<file path="src/verilog/soc_io_pkg.sv">
`default_nettype none

package soc_io_pkg;

  localparam int apb_addr_width = 32;
  localparam int apb_data_width = 32;

  ////////////////////////////////////////////////////////////////////////////
  // address map

  localparam logic [apb_addr_width-1:0] clint_base_addr = 32'h1140_0000;
  localparam logic [apb_addr_width-1:0] clint_base_mask = 32'h0000_FFFF;

  localparam logic [apb_addr_width-1:0] plic_base_addr  = 32'h1100_0000;
  localparam logic [apb_addr_width-1:0] plic_base_mask  = 32'h003F_FFFF;

  ////////////////////////////////////////////////////////////////////////////
  // register offsets inside each window

  // clint, msip is one word per hart, mtimecmp two words per hart
  localparam logic [apb_addr_width-1:0] clint_msip_offset     = 32'h0000_0000;
  localparam logic [apb_addr_width-1:0] clint_mtimecmp_offset = 32'h0000_4000;
  localparam logic [apb_addr_width-1:0] clint_mtime_offset    = 32'h0000_BFF8;

  // plic
  localparam logic [apb_addr_width-1:0] plic_pending_offset   = 32'h0000_1000;
  localparam logic [apb_addr_width-1:0] plic_enable_offset    = 32'h0000_2000;
  localparam logic [apb_addr_width-1:0] plic_claim_offset     = 32'h0020_0004;

  // per-context spacing
  localparam logic [apb_addr_width-1:0] plic_enable_stride    = 32'h0000_0080;
  localparam logic [apb_addr_width-1:0] plic_context_stride   = 32'h0000_1000;

  ////////////////////////////////////////////////////////////////////////////
  // timer word

  // whole 64-bit value for the comparator, halves for the 32-bit bus
  // half[0] is the low word, half[1] the high word
  typedef union packed {
    logic [63:0]      word;
    logic [1:0][31:0] half;
  } timer_word_u;

endpackage

`default_nettype wire

</file>
<file path="src/verilog/io_decoder.sv">
`timescale 1ns/10ps
`default_nettype none

module io_decoder import soc_io_pkg::*; (
  input  wire                        clk_i,
  input  wire                        reset_i,
  input  wire [apb_addr_width-1:0]   paddr_i,
  input  wire                        psel_i,
  input  wire                        penable_i,
  input  wire [apb_data_width-1:0]   clint_prdata_i,
  input  wire [apb_data_width-1:0]   plic_prdata_i,
  output logic                       clint_psel_o,
  output logic                       plic_psel_o,
  output logic [apb_data_width-1:0]  prdata_o,
  output logic                       pready_o,
  output logic                       pslverr_o
);

  logic clint_hit;
  logic plic_hit;
  logic access;

  // window match
  assign clint_hit = (paddr_i & ~clint_base_mask) == clint_base_addr;
  assign plic_hit  = (paddr_i & ~plic_base_mask) == plic_base_addr;

  assign access = psel_i & penable_i;

  assign clint_psel_o = psel_i & clint_hit;
  assign plic_psel_o  = psel_i & plic_hit;

  ////////////////////////////////////////////////////////////////////////////
  // response

  // read data of the selected target, zero if nothing matches
  always_comb begin
    prdata_o = '0;
    if (clint_hit) begin
      prdata_o = clint_prdata_i;
    end else if (plic_hit) begin
      prdata_o = plic_prdata_i;
    end
  end

  // no wait states
  assign pready_o = access;

  // error sink for unmapped addresses
  assign pslverr_o = access & ~(clint_hit | plic_hit);

  ////////////////////////////////////////////////////////////////////////////
  // checks

  // windows must not overlap
  a_one_target: assert property (
    @(posedge clk_i) disable iff (reset_i)
    $onehot0({clint_psel_o, plic_psel_o})
  );

  a_penable_in_sel: assert property (
    @(posedge clk_i) disable iff (reset_i)
    penable_i |-> psel_i
  );

  // setup phase is always followed by its access phase
  a_setup_then_access: assert property (
    @(posedge clk_i) disable iff (reset_i)
    (psel_i && !penable_i) |=> (psel_i && penable_i && $stable(paddr_i))
  );

endmodule

`default_nettype wire

</file>
<file path="src/verilog/clint.sv">
`timescale 1ns/10ps
`default_nettype none

module clint import soc_io_pkg::*; #(
  parameter int num_harts     = 2,
  parameter int timer_divider = 4
) (
  input  wire                        clk_i,
  input  wire                        reset_i,
  input  wire [apb_addr_width-1:0]   paddr_i,
  input  wire                        psel_i,
  input  wire                        penable_i,
  input  wire                        pwrite_i,
  input  wire [apb_data_width-1:0]   pwdata_i,
  output logic [apb_data_width-1:0]  prdata_o,
  output logic [num_harts-1:0]       irq_software_o,
  output logic [num_harts-1:0]       irq_timer_o
);

  localparam int prescale_width = $clog2(timer_divider + 1);
  localparam logic [apb_addr_width-1:0] mtime_hi_offset = clint_mtime_offset + 32'd4;

  logic [apb_addr_width-1:0] offset;
  logic                      wr_en;
  logic [prescale_width-1:0] prescale;
  logic                      tick;
  logic [num_harts-1:0]      msip;
  timer_word_u               mtime;
  timer_word_u               mtimecmp [num_harts];

  function automatic logic [apb_addr_width-1:0] msip_addr(input int h);
    return clint_msip_offset + apb_addr_width'(4 * h);
  endfunction

  // hi selects the upper half of the compare word
  function automatic logic [apb_addr_width-1:0] cmp_addr(input int h, input int hi);
    return clint_mtimecmp_offset + apb_addr_width'(8 * h + 4 * hi);
  endfunction

  assign offset = paddr_i & clint_base_mask;
  assign wr_en  = psel_i & penable_i & pwrite_i;
  assign tick   = prescale == prescale_width'(timer_divider - 1);

  ////////////////////////////////////////////////////////////////////////////
  // machine timer

  always_ff @(posedge clk_i) begin
    if (reset_i) begin
      prescale   <= '0;
      mtime.word <= '0;
    end else begin
      if (tick) begin
        prescale   <= '0;
        mtime.word <= mtime.word + 64'd1;
      end else begin
        prescale <= prescale + 1'b1;
      end
      // bus write wins over the tick
      if (wr_en && offset == clint_mtime_offset) begin
        mtime.half[0] <= pwdata_i;
      end
      if (wr_en && offset == mtime_hi_offset) begin
        mtime.half[1] <= pwdata_i;
      end
    end
  end

  ////////////////////////////////////////////////////////////////////////////
  // per-hart registers

  always_ff @(posedge clk_i) begin
    if (reset_i) begin
      msip <= '0;
      for (int h = 0; h < num_harts; h++) begin
        mtimecmp[h].word <= '1;
      end
    end else if (wr_en) begin
      for (int h = 0; h < num_harts; h++) begin
        if (offset == msip_addr(h)) begin
          msip[h] <= pwdata_i[0];
        end
        if (offset == cmp_addr(h, 0)) begin
          mtimecmp[h].half[0] <= pwdata_i;
        end
        if (offset == cmp_addr(h, 1)) begin
          mtimecmp[h].half[1] <= pwdata_i;
        end
      end
    end
  end

  // read mux
  always_comb begin
    prdata_o = '0;
    if (offset == clint_mtime_offset) begin
      prdata_o = mtime.half[0];
    end
    if (offset == mtime_hi_offset) begin
      prdata_o = mtime.half[1];
    end
    for (int h = 0; h < num_harts; h++) begin
      if (offset == msip_addr(h)) begin
        prdata_o = apb_data_width'(msip[h]);
      end
      if (offset == cmp_addr(h, 0)) begin
        prdata_o = mtimecmp[h].half[0];
      end
      if (offset == cmp_addr(h, 1)) begin
        prdata_o = mtimecmp[h].half[1];
      end
    end
  end

  // comparators
  always_comb begin
    for (int h = 0; h < num_harts; h++) begin
      irq_timer_o[h] = mtime.word >= mtimecmp[h].word;
    end
  end

  assign irq_software_o = msip;

  a_prescale_range: assert property (
    @(posedge clk_i) disable iff (reset_i)
    prescale < timer_divider
  );

endmodule

`default_nettype wire

</file>
<file path="src/verilog/plic.sv">
`timescale 1ns/10ps
`default_nettype none

module plic import soc_io_pkg::*; #(
  parameter int num_harts = 2,
  parameter int num_irqs  = 8
) (
  input  wire                        clk_i,
  input  wire                        reset_i,
  input  wire [apb_addr_width-1:0]   paddr_i,
  input  wire                        psel_i,
  input  wire                        penable_i,
  input  wire                        pwrite_i,
  input  wire [apb_data_width-1:0]   pwdata_i,
  input  wire [num_irqs-1:0]         sources_i,
  output logic [apb_data_width-1:0]  prdata_o,
  output logic [num_harts-1:0]       irq_external_o
);

  localparam int id_width = $clog2(num_irqs);

  logic [apb_addr_width-1:0]          offset;
  logic                               rd_en;
  logic                               wr_en;
  logic [num_irqs-1:0]                valid_src;
  logic [num_irqs-1:0]                pending;
  logic [num_irqs-1:0]                in_service;
  logic [num_harts-1:0][num_irqs-1:0] enable;
  logic [num_harts-1:0][id_width-1:0] claim_id;
  logic [num_harts-1:0]               claim_rd;
  logic [num_harts-1:0]               complete_wr;

  // lowest set bit above source 0 or zero if none
  function automatic logic [id_width-1:0] lowest_id(input logic [num_irqs-1:0] vec);
    logic [id_width-1:0] id;
    id = '0;
    for (int s = num_irqs - 1; s > 0; s--) begin
      if (vec[s]) begin
        id = id_width'(s);
      end
    end
    return id;
  endfunction

  function automatic logic [apb_addr_width-1:0] enable_addr(input int c);
    return plic_enable_offset + plic_enable_stride * apb_addr_width'(c);
  endfunction

  function automatic logic [apb_addr_width-1:0] claim_addr(input int c);
    return plic_claim_offset + plic_context_stride * apb_addr_width'(c);
  endfunction

  assign offset = paddr_i & plic_base_mask;
  assign rd_en  = psel_i & penable_i & ~pwrite_i;
  assign wr_en  = psel_i & penable_i & pwrite_i;

  // source 0 is reserved
  assign valid_src = {sources_i[num_irqs-1:1], 1'b0};

  always_comb begin
    for (int c = 0; c < num_harts; c++) begin
      claim_id[c]       = lowest_id(pending & enable[c]);
      irq_external_o[c] = |(pending & enable[c]);
      claim_rd[c]       = rd_en && offset == claim_addr(c);
      complete_wr[c]    = wr_en && offset == claim_addr(c);
    end
  end

  ////////////////////////////////////////////////////////////////////////////
  // gateways, claim and complete

  always_ff @(posedge clk_i) begin
    if (reset_i) begin
      pending    <= '0;
      in_service <= '0;
      enable     <= '0;
    end else begin
      // level sources re-arm only once completed
      pending <= pending | (valid_src & ~in_service);
      for (int c = 0; c < num_harts; c++) begin
        if (claim_rd[c] && claim_id[c] != '0) begin
          pending[claim_id[c]]    <= 1'b0;
          in_service[claim_id[c]] <= 1'b1;
        end
        if (complete_wr[c] && pwdata_i < num_irqs) begin
          in_service[pwdata_i[id_width-1:0]] <= 1'b0;
        end
        if (wr_en && offset == enable_addr(c)) begin
          enable[c] <= {pwdata_i[num_irqs-1:1], 1'b0};
        end
      end
    end
  end

  // read mux
  always_comb begin
    prdata_o = '0;
    if (offset == plic_pending_offset) begin
      prdata_o = apb_data_width'(pending);
    end
    for (int c = 0; c < num_harts; c++) begin
      if (offset == enable_addr(c)) begin
        prdata_o = apb_data_width'(enable[c]);
      end
      if (offset == claim_addr(c)) begin
        prdata_o = apb_data_width'(claim_id[c]);
      end
    end
  end

  for (genvar c = 0; c < num_harts; c++) begin : g_claim_chk
    a_claim_range: assert property (
      @(posedge clk_i) disable iff (reset_i)
      claim_rd[c] |-> claim_id[c] < num_irqs
    );
  end

endmodule

`default_nettype wire

</file>
<file path="src/verilog/soc_io_top.sv">
`timescale 1ns/10ps
`default_nettype none

module soc_io_top import soc_io_pkg::*; #(
  parameter int num_harts     = 2,
  parameter int num_irqs      = 8,
  parameter int timer_divider = 4
) (
  input  wire                        clk_i,
  input  wire                        reset_i,
  input  wire [apb_addr_width-1:0]   paddr_i,
  input  wire                        psel_i,
  input  wire                        penable_i,
  input  wire                        pwrite_i,
  input  wire [apb_data_width-1:0]   pwdata_i,
  input  wire                        irq_uart_i,
  input  wire                        irq_sd_i,
  output logic [apb_data_width-1:0]  prdata_o,
  output logic                       pready_o,
  output logic                       pslverr_o,
  output logic [num_harts-1:0]       irq_software_o,
  output logic [num_harts-1:0]       irq_timer_o,
  output logic [num_harts-1:0]       irq_external_o
);

  logic                      clint_psel;
  logic                      plic_psel;
  logic [apb_data_width-1:0] clint_prdata;
  logic [apb_data_width-1:0] plic_prdata;
  logic [num_irqs-1:0]       irq_sources;

  ////////////////////////////////////////////////////////////////////////////
  // address decode

  io_decoder u_decoder (
    .clk_i          (clk_i),
    .reset_i        (reset_i),
    .paddr_i        (paddr_i),
    .psel_i         (psel_i),
    .penable_i      (penable_i),
    .clint_prdata_i (clint_prdata),
    .plic_prdata_i  (plic_prdata),
    .clint_psel_o   (clint_psel),
    .plic_psel_o    (plic_psel),
    .prdata_o       (prdata_o),
    .pready_o       (pready_o),
    .pslverr_o      (pslverr_o)
  );

  ////////////////////////////////////////////////////////////////////////////
  // clint and plic

  clint #(
    .num_harts     (num_harts),
    .timer_divider (timer_divider)
  ) u_clint (
    .clk_i          (clk_i),
    .reset_i        (reset_i),
    .paddr_i        (paddr_i),
    .psel_i         (clint_psel),
    .penable_i      (penable_i),
    .pwrite_i       (pwrite_i),
    .pwdata_i       (pwdata_i),
    .prdata_o       (clint_prdata),
    .irq_software_o (irq_software_o),
    .irq_timer_o    (irq_timer_o)
  );

  // uart on source 1, sd on source 2, both level
  assign irq_sources = {{(num_irqs - 3){1'b0}}, irq_sd_i, irq_uart_i, 1'b0};

  plic #(
    .num_harts (num_harts),
    .num_irqs  (num_irqs)
  ) u_plic (
    .clk_i          (clk_i),
    .reset_i        (reset_i),
    .paddr_i        (paddr_i),
    .psel_i         (plic_psel),
    .penable_i      (penable_i),
    .pwrite_i       (pwrite_i),
    .pwdata_i       (pwdata_i),
    .sources_i      (irq_sources),
    .prdata_o       (plic_prdata),
    .irq_external_o (irq_external_o)
  );

endmodule

`default_nettype wire

</file>
<file path="config.mk">
export PLATFORM = sky130hd
export DESIGN_NAME = soc_io_top
export DESIGN_NICKNAME = d
export VERILOG_FILES = /design/src/verilog/soc_io_pkg.sv /design/src/verilog/io_decoder.sv /design/src/verilog/clint.sv /design/src/verilog/plic.sv /design/src/verilog/soc_io_top.sv
export SDC_FILE = /design/constraint.sdc
export NUM_CORES = 1
export LEC_CHECK = 0
export ABC_AREA = 1
export BUFFER_PORTS_ARGS = -buffer_cell sky130_fd_sc_hd__clkbuf_2
export CORE_UTILIZATION = 35
export DETAILED_ROUTE_END_ITERATION = 10
export PLACE_DENSITY_LB_ADDON = 0.08
export SLEW_MARGIN = 20
export SYNTH_ARGS = -nofsm -noshare
export SYNTH_HDL_FRONTEND = slang
export SYNTH_SLANG_ARGS = --single-unit
</file>
<file path="constraint.sdc">
create_clock -name clk_i -period 8.2 [get_ports clk_i]
set_input_delay 1.64 -clock clk_i [delete_from_list [all_inputs] [get_ports clk_i]]
set_output_delay 1.64 -clock clk_i [all_outputs]
set_load 0.1 [all_outputs]
</file>
# [Word-level counts from Yosys, hierarchy flattened]
# Memories as Yosys holds them, arrays and structs flattened.
# Cells that the tools add are included.
# Widths: inputs -> output; s select.
[word_totals] input_bits=71 regBits=99 ramBits=128 elab_cells=161 n_memories=1 out_inout_bits=40
[mem_list] name="u_clint.mtimecmp" words=2 word_bits=64 rd=2 rd_ports_with_merged_regs=0 wr=2 line_no="clint.sv:29" rtl="timer_word_u mtimecmp [num_harts];"
[classes] n_reduce_logical=25 mux=70 magnitude_cmp=9 n_bitwise=30 eq_ne=15 add_sub_neg=2
[ops] operator="$mux 32" n=16
[ops] operator="$ge 64x64->1" n=2
[ops] operator="$mux 8" n=15
[ops] operator="$add 64x1->64 const B" n=1
[ops] operator="$eq 16x15->1 const B" n=4
[ops] operator="$mux 64" n=1
[ops] operator="$and 8x8->8" n=6
[ops] operator="$eq 22x14->1 const B" n=2
[ops] operator="$eq 22x22->1 const B" n=2
[ops] operator="$mux 3" n=14
[ops] operator="$eq 16x16->1 const B" n=2
[ops] operator="$logic_not 32->1" n=1
[ops] operator="$lt 32x4->1 const B" n=1
[ops] operator="$not 8->8" n=4
[ops] operator="$or 8x8->8" n=3
[ops] operator="$eq 22x13->1 const B" n=1
[ops] operator="$mux 1" n=21
[ops] operator="$eq 16x13->1 const B" n=1
[ops] operator="$eq 16x3->1 const B" n=1
[ops] operator="$reduce_or 8->1" n=2
[ops] operator="$logic_and 1x1->1" n=15
[ops] operator="$lt 3x4->1 const B" n=3
[ops] operator="$eq 10x7->1 const B" n=1
[ops] operator="$and 1x1->1" n=9
[ops] operator="other kinds (11)" n=23

# [Depth between registers and ports, before layout]
[depth] depth_word=23 ltp_mapped=14 depth_no_buf=14

# [Modules after synthesis]
# Synthesis repeated with hierarchy kept, for this count alone.
[unflattened] cells_unflattened=2563 area_unflattened_um2=17628.2
[modules_own_cells] mod="clint" cells_per_inst=1940 area_each_um2=14228.6 seq_area_each_um2=5225.0 n_inst=1
[modules_own_cells] mod="plic" cells_per_inst=409 area_each_um2=2501.1 seq_area_each_um2=580.6 n_inst=1
[modules_own_cells] mod="io_decoder" cells_per_inst=213 area_each_um2=894.6 seq_area_each_um2=0.0 n_inst=1
[modules_own_cells] mod="soc_io_top" cells_per_inst=1 area_each_um2=3.8 seq_area_each_um2=0.0 n_inst=1

# [Worst setup path after synthesis]
# OpenSTA, ideal clock, no wires.
[synth_timing] path_kind="input port to output port" startpoint="input port paddr_i[26]" endpoint="output port pslverr_o" slack_ns=2.274 required_ns=6.560 arrival_time_ns=4.286 stages=7 cell_sequence="inv_1 > nand3_1 > nor2_4 > nand3_2 > inv_1 > buf_1 > nor3_1"
[synth_via] elab_chain_cells=4 word_cells_on_any_way=5 classes_between="eq/ne: 2; bitwise: 3"
[synth_rtl] item="start: declaration" line_no="soc_io_top.sv:11" rtl="input wire [apb_addr_width-1:0] paddr_i,"
[synth_rtl] item="$eq 16x13->1 / $eq 10x7->1 (equally long branches)" line_no="io_decoder.sv:24, io_decoder.sv:25"
[synth_rtl] item="$or 1x1->1 (*)" line_no="io_decoder.sv:49" rtl="assign pslverr_o = access & ~(clint_hit | plic_hit);"
[synth_rtl] item="$not 1->1 (*)" line_no="io_decoder.sv:49"
[synth_rtl] item="$and 1x1->1 (*)" line_no="io_decoder.sv:49"
[synth_rtl] item="end: declaration" line_no="soc_io_top.sv:20" rtl="output logic pslverr_o,"
# Every way passes the cells marked *; elsewhere a longest branch is shown, timed or not.

# [Worst setup path after layout]
[layout_timing] startpoint="input port paddr_i[1]" endpoint="output port prdata_o[23]"
[layout_via] elab_chain_cells=10 word_cells_on_any_way=17 classes_between="eq/ne: 7; mux: 9; reduce/logical: 1"
[layout_rtl] item="$eq 16x16->1" line_no="clint.sv:95" rtl="if (offset == clint_mtime_offset) begin"
[layout_rtl] item="$mux 32" line_no="clint.sv:95"
[layout_rtl] item="$mux 32" line_no="clint.sv:98" rtl="if (offset == mtime_hi_offset) begin"
[layout_rtl] item="$mux 32" line_no="clint.sv:102" rtl="if (offset == msip_addr(h)) begin"
[layout_rtl] item="$mux 32" line_no="clint.sv:105" rtl="if (offset == cmp_addr(h, 0)) begin"
[layout_rtl] item="$mux 32" line_no="clint.sv:108" rtl="if (offset == cmp_addr(h, 1)) begin"
[layout_rtl] item="$mux 32" line_no="clint.sv:102"
[layout_rtl] item="$mux 32" line_no="clint.sv:105"
[layout_rtl] item="$mux 32 (*)" line_no="clint.sv:108"
[layout_rtl] item="$mux 32 (*)" line_no="io_decoder.sv:38" rtl="if (clint_hit) begin"
[layout_rtl] item="end: declaration" line_no="soc_io_top.sv:18" rtl="output logic [apb_data_width-1:0] prdata_o,"
# Marks and branches as above.

==> impl_table.tex <==
\begin{tabular}{lr}
\hline
Metric & Value \\
\hline
\multicolumn{2}{l}{\textbf{STA}} \\
Final worst slack & 2337 ps \\
Largest clock skew in the final design & 9.699 ps \\
Maximum clock frequency & 170.6 MHz \\
Tmin final & 5863 ps \\
Worst-Margin Slew & 1120 ps \\
RSZ-0062 raised after global routing & false \\
Final-report max-slew violation count & 0 \\
Part of the cycle the worst path needs & 0.7150 \\
Aggregate negative setup slack & 0 ps \\
Slew margin rel. & 0.2506 \\
Hold Violations, Final & 0 \\
Setup Viol. Count Final & 0 \\
\multicolumn{2}{l}{\textbf{Placement}} \\
Dpl hpwl & 52030 microns \\
Post-Place Cells & 3007 \\
Worst slack after detailed placement & 2339 ps \\
Count of port buffers added during placement & 110 \\
Final weighted congestion of routability-driven global placement & 0.9727 \\
\multicolumn{2}{l}{\textbf{Job}} \\
Number of maximum-capacitance violations & 0 \\
\multicolumn{2}{l}{\textbf{Yosys}} \\
Post-synthesis instance area & 16270 sq um \\
Mean Syn Cell Area & 6.938 sq um \\
Synth Warn \# & 0 \\
Yosys cell types & 42 \\
Portion of synthesized cell area occupied by the leading cell type & 0.2363 \\
Flip-flop and latch count after synthesis & 221 \\
Post-synthesis cell count & 2345 \\
Largest cells by area after synthesis & edfxtp\_1 24\%, nand2\_1 12\%, dfxtp\_1 11\% \\
Syn nets & 2547 \\
Post-synthesis sequential area ratio & 0.3507 \\
Cell accounting for the most synthesized area & edfxtp\_1 \\
\multicolumn{2}{l}{\textbf{Hold path}} \\
End of the worst hold path & u\_clint.prescale[0] \\
Worst Hold Path Cells & 1 \\
Beginning of the worst hold path & u\_clint.prescale[0] \\
Path class of the lowest-slack min-delay path & reg2reg \\
\multicolumn{2}{l}{\textbf{Layout}} \\
Diodes inserted & 0 \\
Core utilization of the finished layout & 0.4064 \\
Signed area change from the synthesized netlist to the final layout & 13.84\% \\
Final \#Nets & 2640 \\
Share of post-route cells with drive strength above 1 & 0.09061 \\
Number of standard cells in the final layout excluding fillers & 3061 \\
\multicolumn{2}{l}{\textbf{Global route}} \\
Residual overflow from global routing & 0 \\
Gr usage total & 0.2807 \\
Via count of the first global-routing pass & 15730 \\
First-pass GRT wire length & 99010 microns \\
Initial antenna violation count & 0 \\
Maximum number of pins on one net before global-route repair & 55 \\
\multicolumn{2}{l}{\textbf{Routing}} \\
Number of detailed-route iterations in the first pass & 5 \\
Vias post-DR & 16220 \\
Via density per instance & 5.299 \\
Starting DRT DRC Count & 1042 \\
Wirelength per Cell & 21.83 microns \\
Residual antenna-violating net count after detailed routing & 0 \\
Post-detailed-route DRC marker count & 0 \\
Routed Wire Length & 66820 microns \\
\multicolumn{2}{l}{\textbf{Worst setup path}} \\
Largest fanout on the critical path & 16 \\
Reg-to-reg slack, setup & 5420 ps \\
CP Buf/Inv Count & 4 \\
Worst reg-to-reg path cell count & 12 \\
Kind of start point of the critical path & input pin \\
Critical Path AT & 4220 ps \\
Kind of cell adding the most delay to the critical path & simple AND/OR/NAND/NOR gates \\
Endpoint required time on the critical path & 6560 ps \\
CP peak stage delay & 610 ps \\
Slowest cell on the critical path & nand2\_1 \\
CP cell instances & clkbuf\_2 -> nor2\_2 -> inv\_1 -> nor3\_4 -> nand3\_1 -> nand2\_1 -> buf\_4 -> nor2\_1 -> o21ai\_0 -> a21oi\_1 -> clkbuf\_2 \\
Critical setup path kind & in2out \\
CP most frequent cell & clkbuf\_2 \\
Worst flop-to-flop path endpoint & u\_clint.mtime[56] \\
Reg-to-Reg Start & u\_clint.mtime[0] \\
Category of the worst setup path capture point & primary output \\
\multicolumn{2}{l}{\textbf{Clock network}} \\
Clk pin slew, worst setup/hold paths & 60 ps \\
CTS Hold Bufs & 0 \\
Cts repair resizes & 0 \\
Buffer levels on the longest clock path & 3 \\
Number of H-tree levels & 1 \\
Num Clock Sinks & 221 \\
Master cell of the clock root buffer & clkbuf\_16 \\
Num CTS Buffers & 29 \\
Clock tree from TritonCTS & built \\
Clock latency on the worst-skew pair & 570 ps \\
Post-CTS Repair Setup Buffers & 0 \\
\multicolumn{2}{l}{\textbf{Die}} \\
Rows & 78 \\
Floorplan die area & 47350 sq um \\
Chip width & 217.6 microns \\
IO Count & 111 \\
Total core area & 45580 sq um \\
Vertical die dimension & 217.6 microns \\
Initial standard-cell utilization of the core & 0.3570 \\
\multicolumn{2}{l}{\textbf{Power and ir drop}} \\
Leakage dissipation & 8.235 nW \\
Maximum resistive drop on vdd & 0.1347 mV \\
Power density over the cells & 152.9 nW/um\^{}2 \\
Tot Pwr & 2.832 mW \\
\multicolumn{2}{l}{\textbf{Status}} \\
Run status & complete, no violations \\
\hline
\end{tabular}
==> worst max path at each step <==
stage | start | endpoint | slack [ps] | cells after the start
global route | paddr_i[11] | prdata_o[21] | 2060 | 10
floorplan | paddr_i[26] | pslverr_o | 2270 | 7
finish | paddr_i[1] | prdata_o[23] | 2340 | 11
CTS | paddr_i[1] | prdata_o[23] | 2340 | 11
global placement | paddr_i[2] | prdata_o[24] | 2350 | 9
detailed placement | paddr_i[1] | prdata_o[23] | 2340 | 11
==> synth_stat cells <==
library cell and number:
nand2b_1 1, inv_1 353, a21o_1 1, o21ai_0 193, o211ai_1 2, nor3_1 37, inv_2 4, o21bai_1 3
nor3_4 4, nor2_1 251, and2_1 1, o21ai_1 14, a21boi_0 3, buf_1 1, buf_2 22, nor2_4 4
nor2_2 14, nor4_1 8, edfxtp_1 128, o21a_1 5, nand3_2 2, ha_1 131, clkinv_1 5, a31oi_1 1
nor3b_1 2, o21ai_2 1, buf_4 5, a21oi_1 189, o22ai_1 26, and3b_1 1, nor3_2 3, clkbuf_1 38
nand4_1 49, dfxtp_1 93, nand2_2 4, buf_6 2, nand3_1 174, nand2_1 538, xor2_1 28, nor2_8 1
a211oi_1 2, nand4_4 1
==> cells by family (layout without fill, tap and decap cells) <==
family,Yosys count,in the layout,synth area share
AND/OR/NAND/NOR,1095,1095,0.2904
AO/OA/AOI/OAI,440,440,0.1401
buffers and inverters,430,546,0.1030
flip-flops,221,221,0.3507
adder cells (fa/ha/maj),131,131,0.1007
XOR/XNOR,28,28,0.01507
==> per-layer routing <==
layer	vias to the layer above	part of all wire	GRT usage
li1	7946	-	-
met1	7679	0.44	0.3602
met2	488	0.49	0.4923
met3	108	0.043	0.02455
met4	0	0.032	0.09296
met5	-	0	0
==> flip-flops by register name, summed over array words and instances (netlist names) <==
signal / flops
u_plic.enable: 14
u_clint.prescale: 3
u_clint.mtimecmp: 128
u_clint.irq_software_o: 2
u_plic.in_service: 2
u_clint.mtime: 64
u_plic.pending: 8
==> where the power goes <==
part | switching, mW | internal, mW
logic | 0.130 | 0.0460
registers | 0.0190 | 1.21
clock network | 0.526 | 0.904
==> through the flow <==
step,hold WS [ps],area [sq um]
floorplan,399.2,16270
global placement,409.8,17460
detailed placement,417.5,17460
CTS,425.8,18520
global route,441.3,18520
finish,425.4,18520
==> cells in the final DEF, fill, tap and decap left out, types with 8 or more instances in the layout <==
cell	netlist	final
edfxtp_1	128	128
xor2_1	28	28
nor2_1	251	251
ha_1	131	131
buf_4	5	20
nand3_1	174	173
nor3_1	37	37
o22ai_1	26	26
nor4_1	8	8
clkbuf_2	0	109
inv_1	353	351
nor2_2	14	13
dfxtp_1	93	93
o21ai_0	193	190
o21ai_1	14	14
bufinv_16	0	8
nand4_1	49	49
clkbuf_16	0	29
a21oi_1	189	189
clkinv_1	5	11
nand2_1	538	536
==> cell type report <==
| class | instances | area (sq um) |
|---|---|---|
| Inverter | 362 | 1359 |
| Sequential cell | 221 | 5705 |
| Timing Repair Buffer | 130 | 700.7 |
| Multi-Input combinational cell | 1694 | 8942 |
| Fill cell | 4894 | 27050 |
| Clock inverter | 22 | 316.6 |
| Clock buffer | 32 | 747.0 |
| Tap cell | 600 | 750.7 |
==> worst reg2reg max path, cell delays in order, from the launching register on <==
cell	delay, ps
dfxtp_1	520
ha_1	380
inv_1	90
nor3_2	330
nand2_1	300
nor2_1	480
nand3_1	130
nand2_1	80
nand2_1	50
nand2_1	50
inv_1	60
nor2_1	100
nor2_1	40
Power figures use the tool's default switching activity.
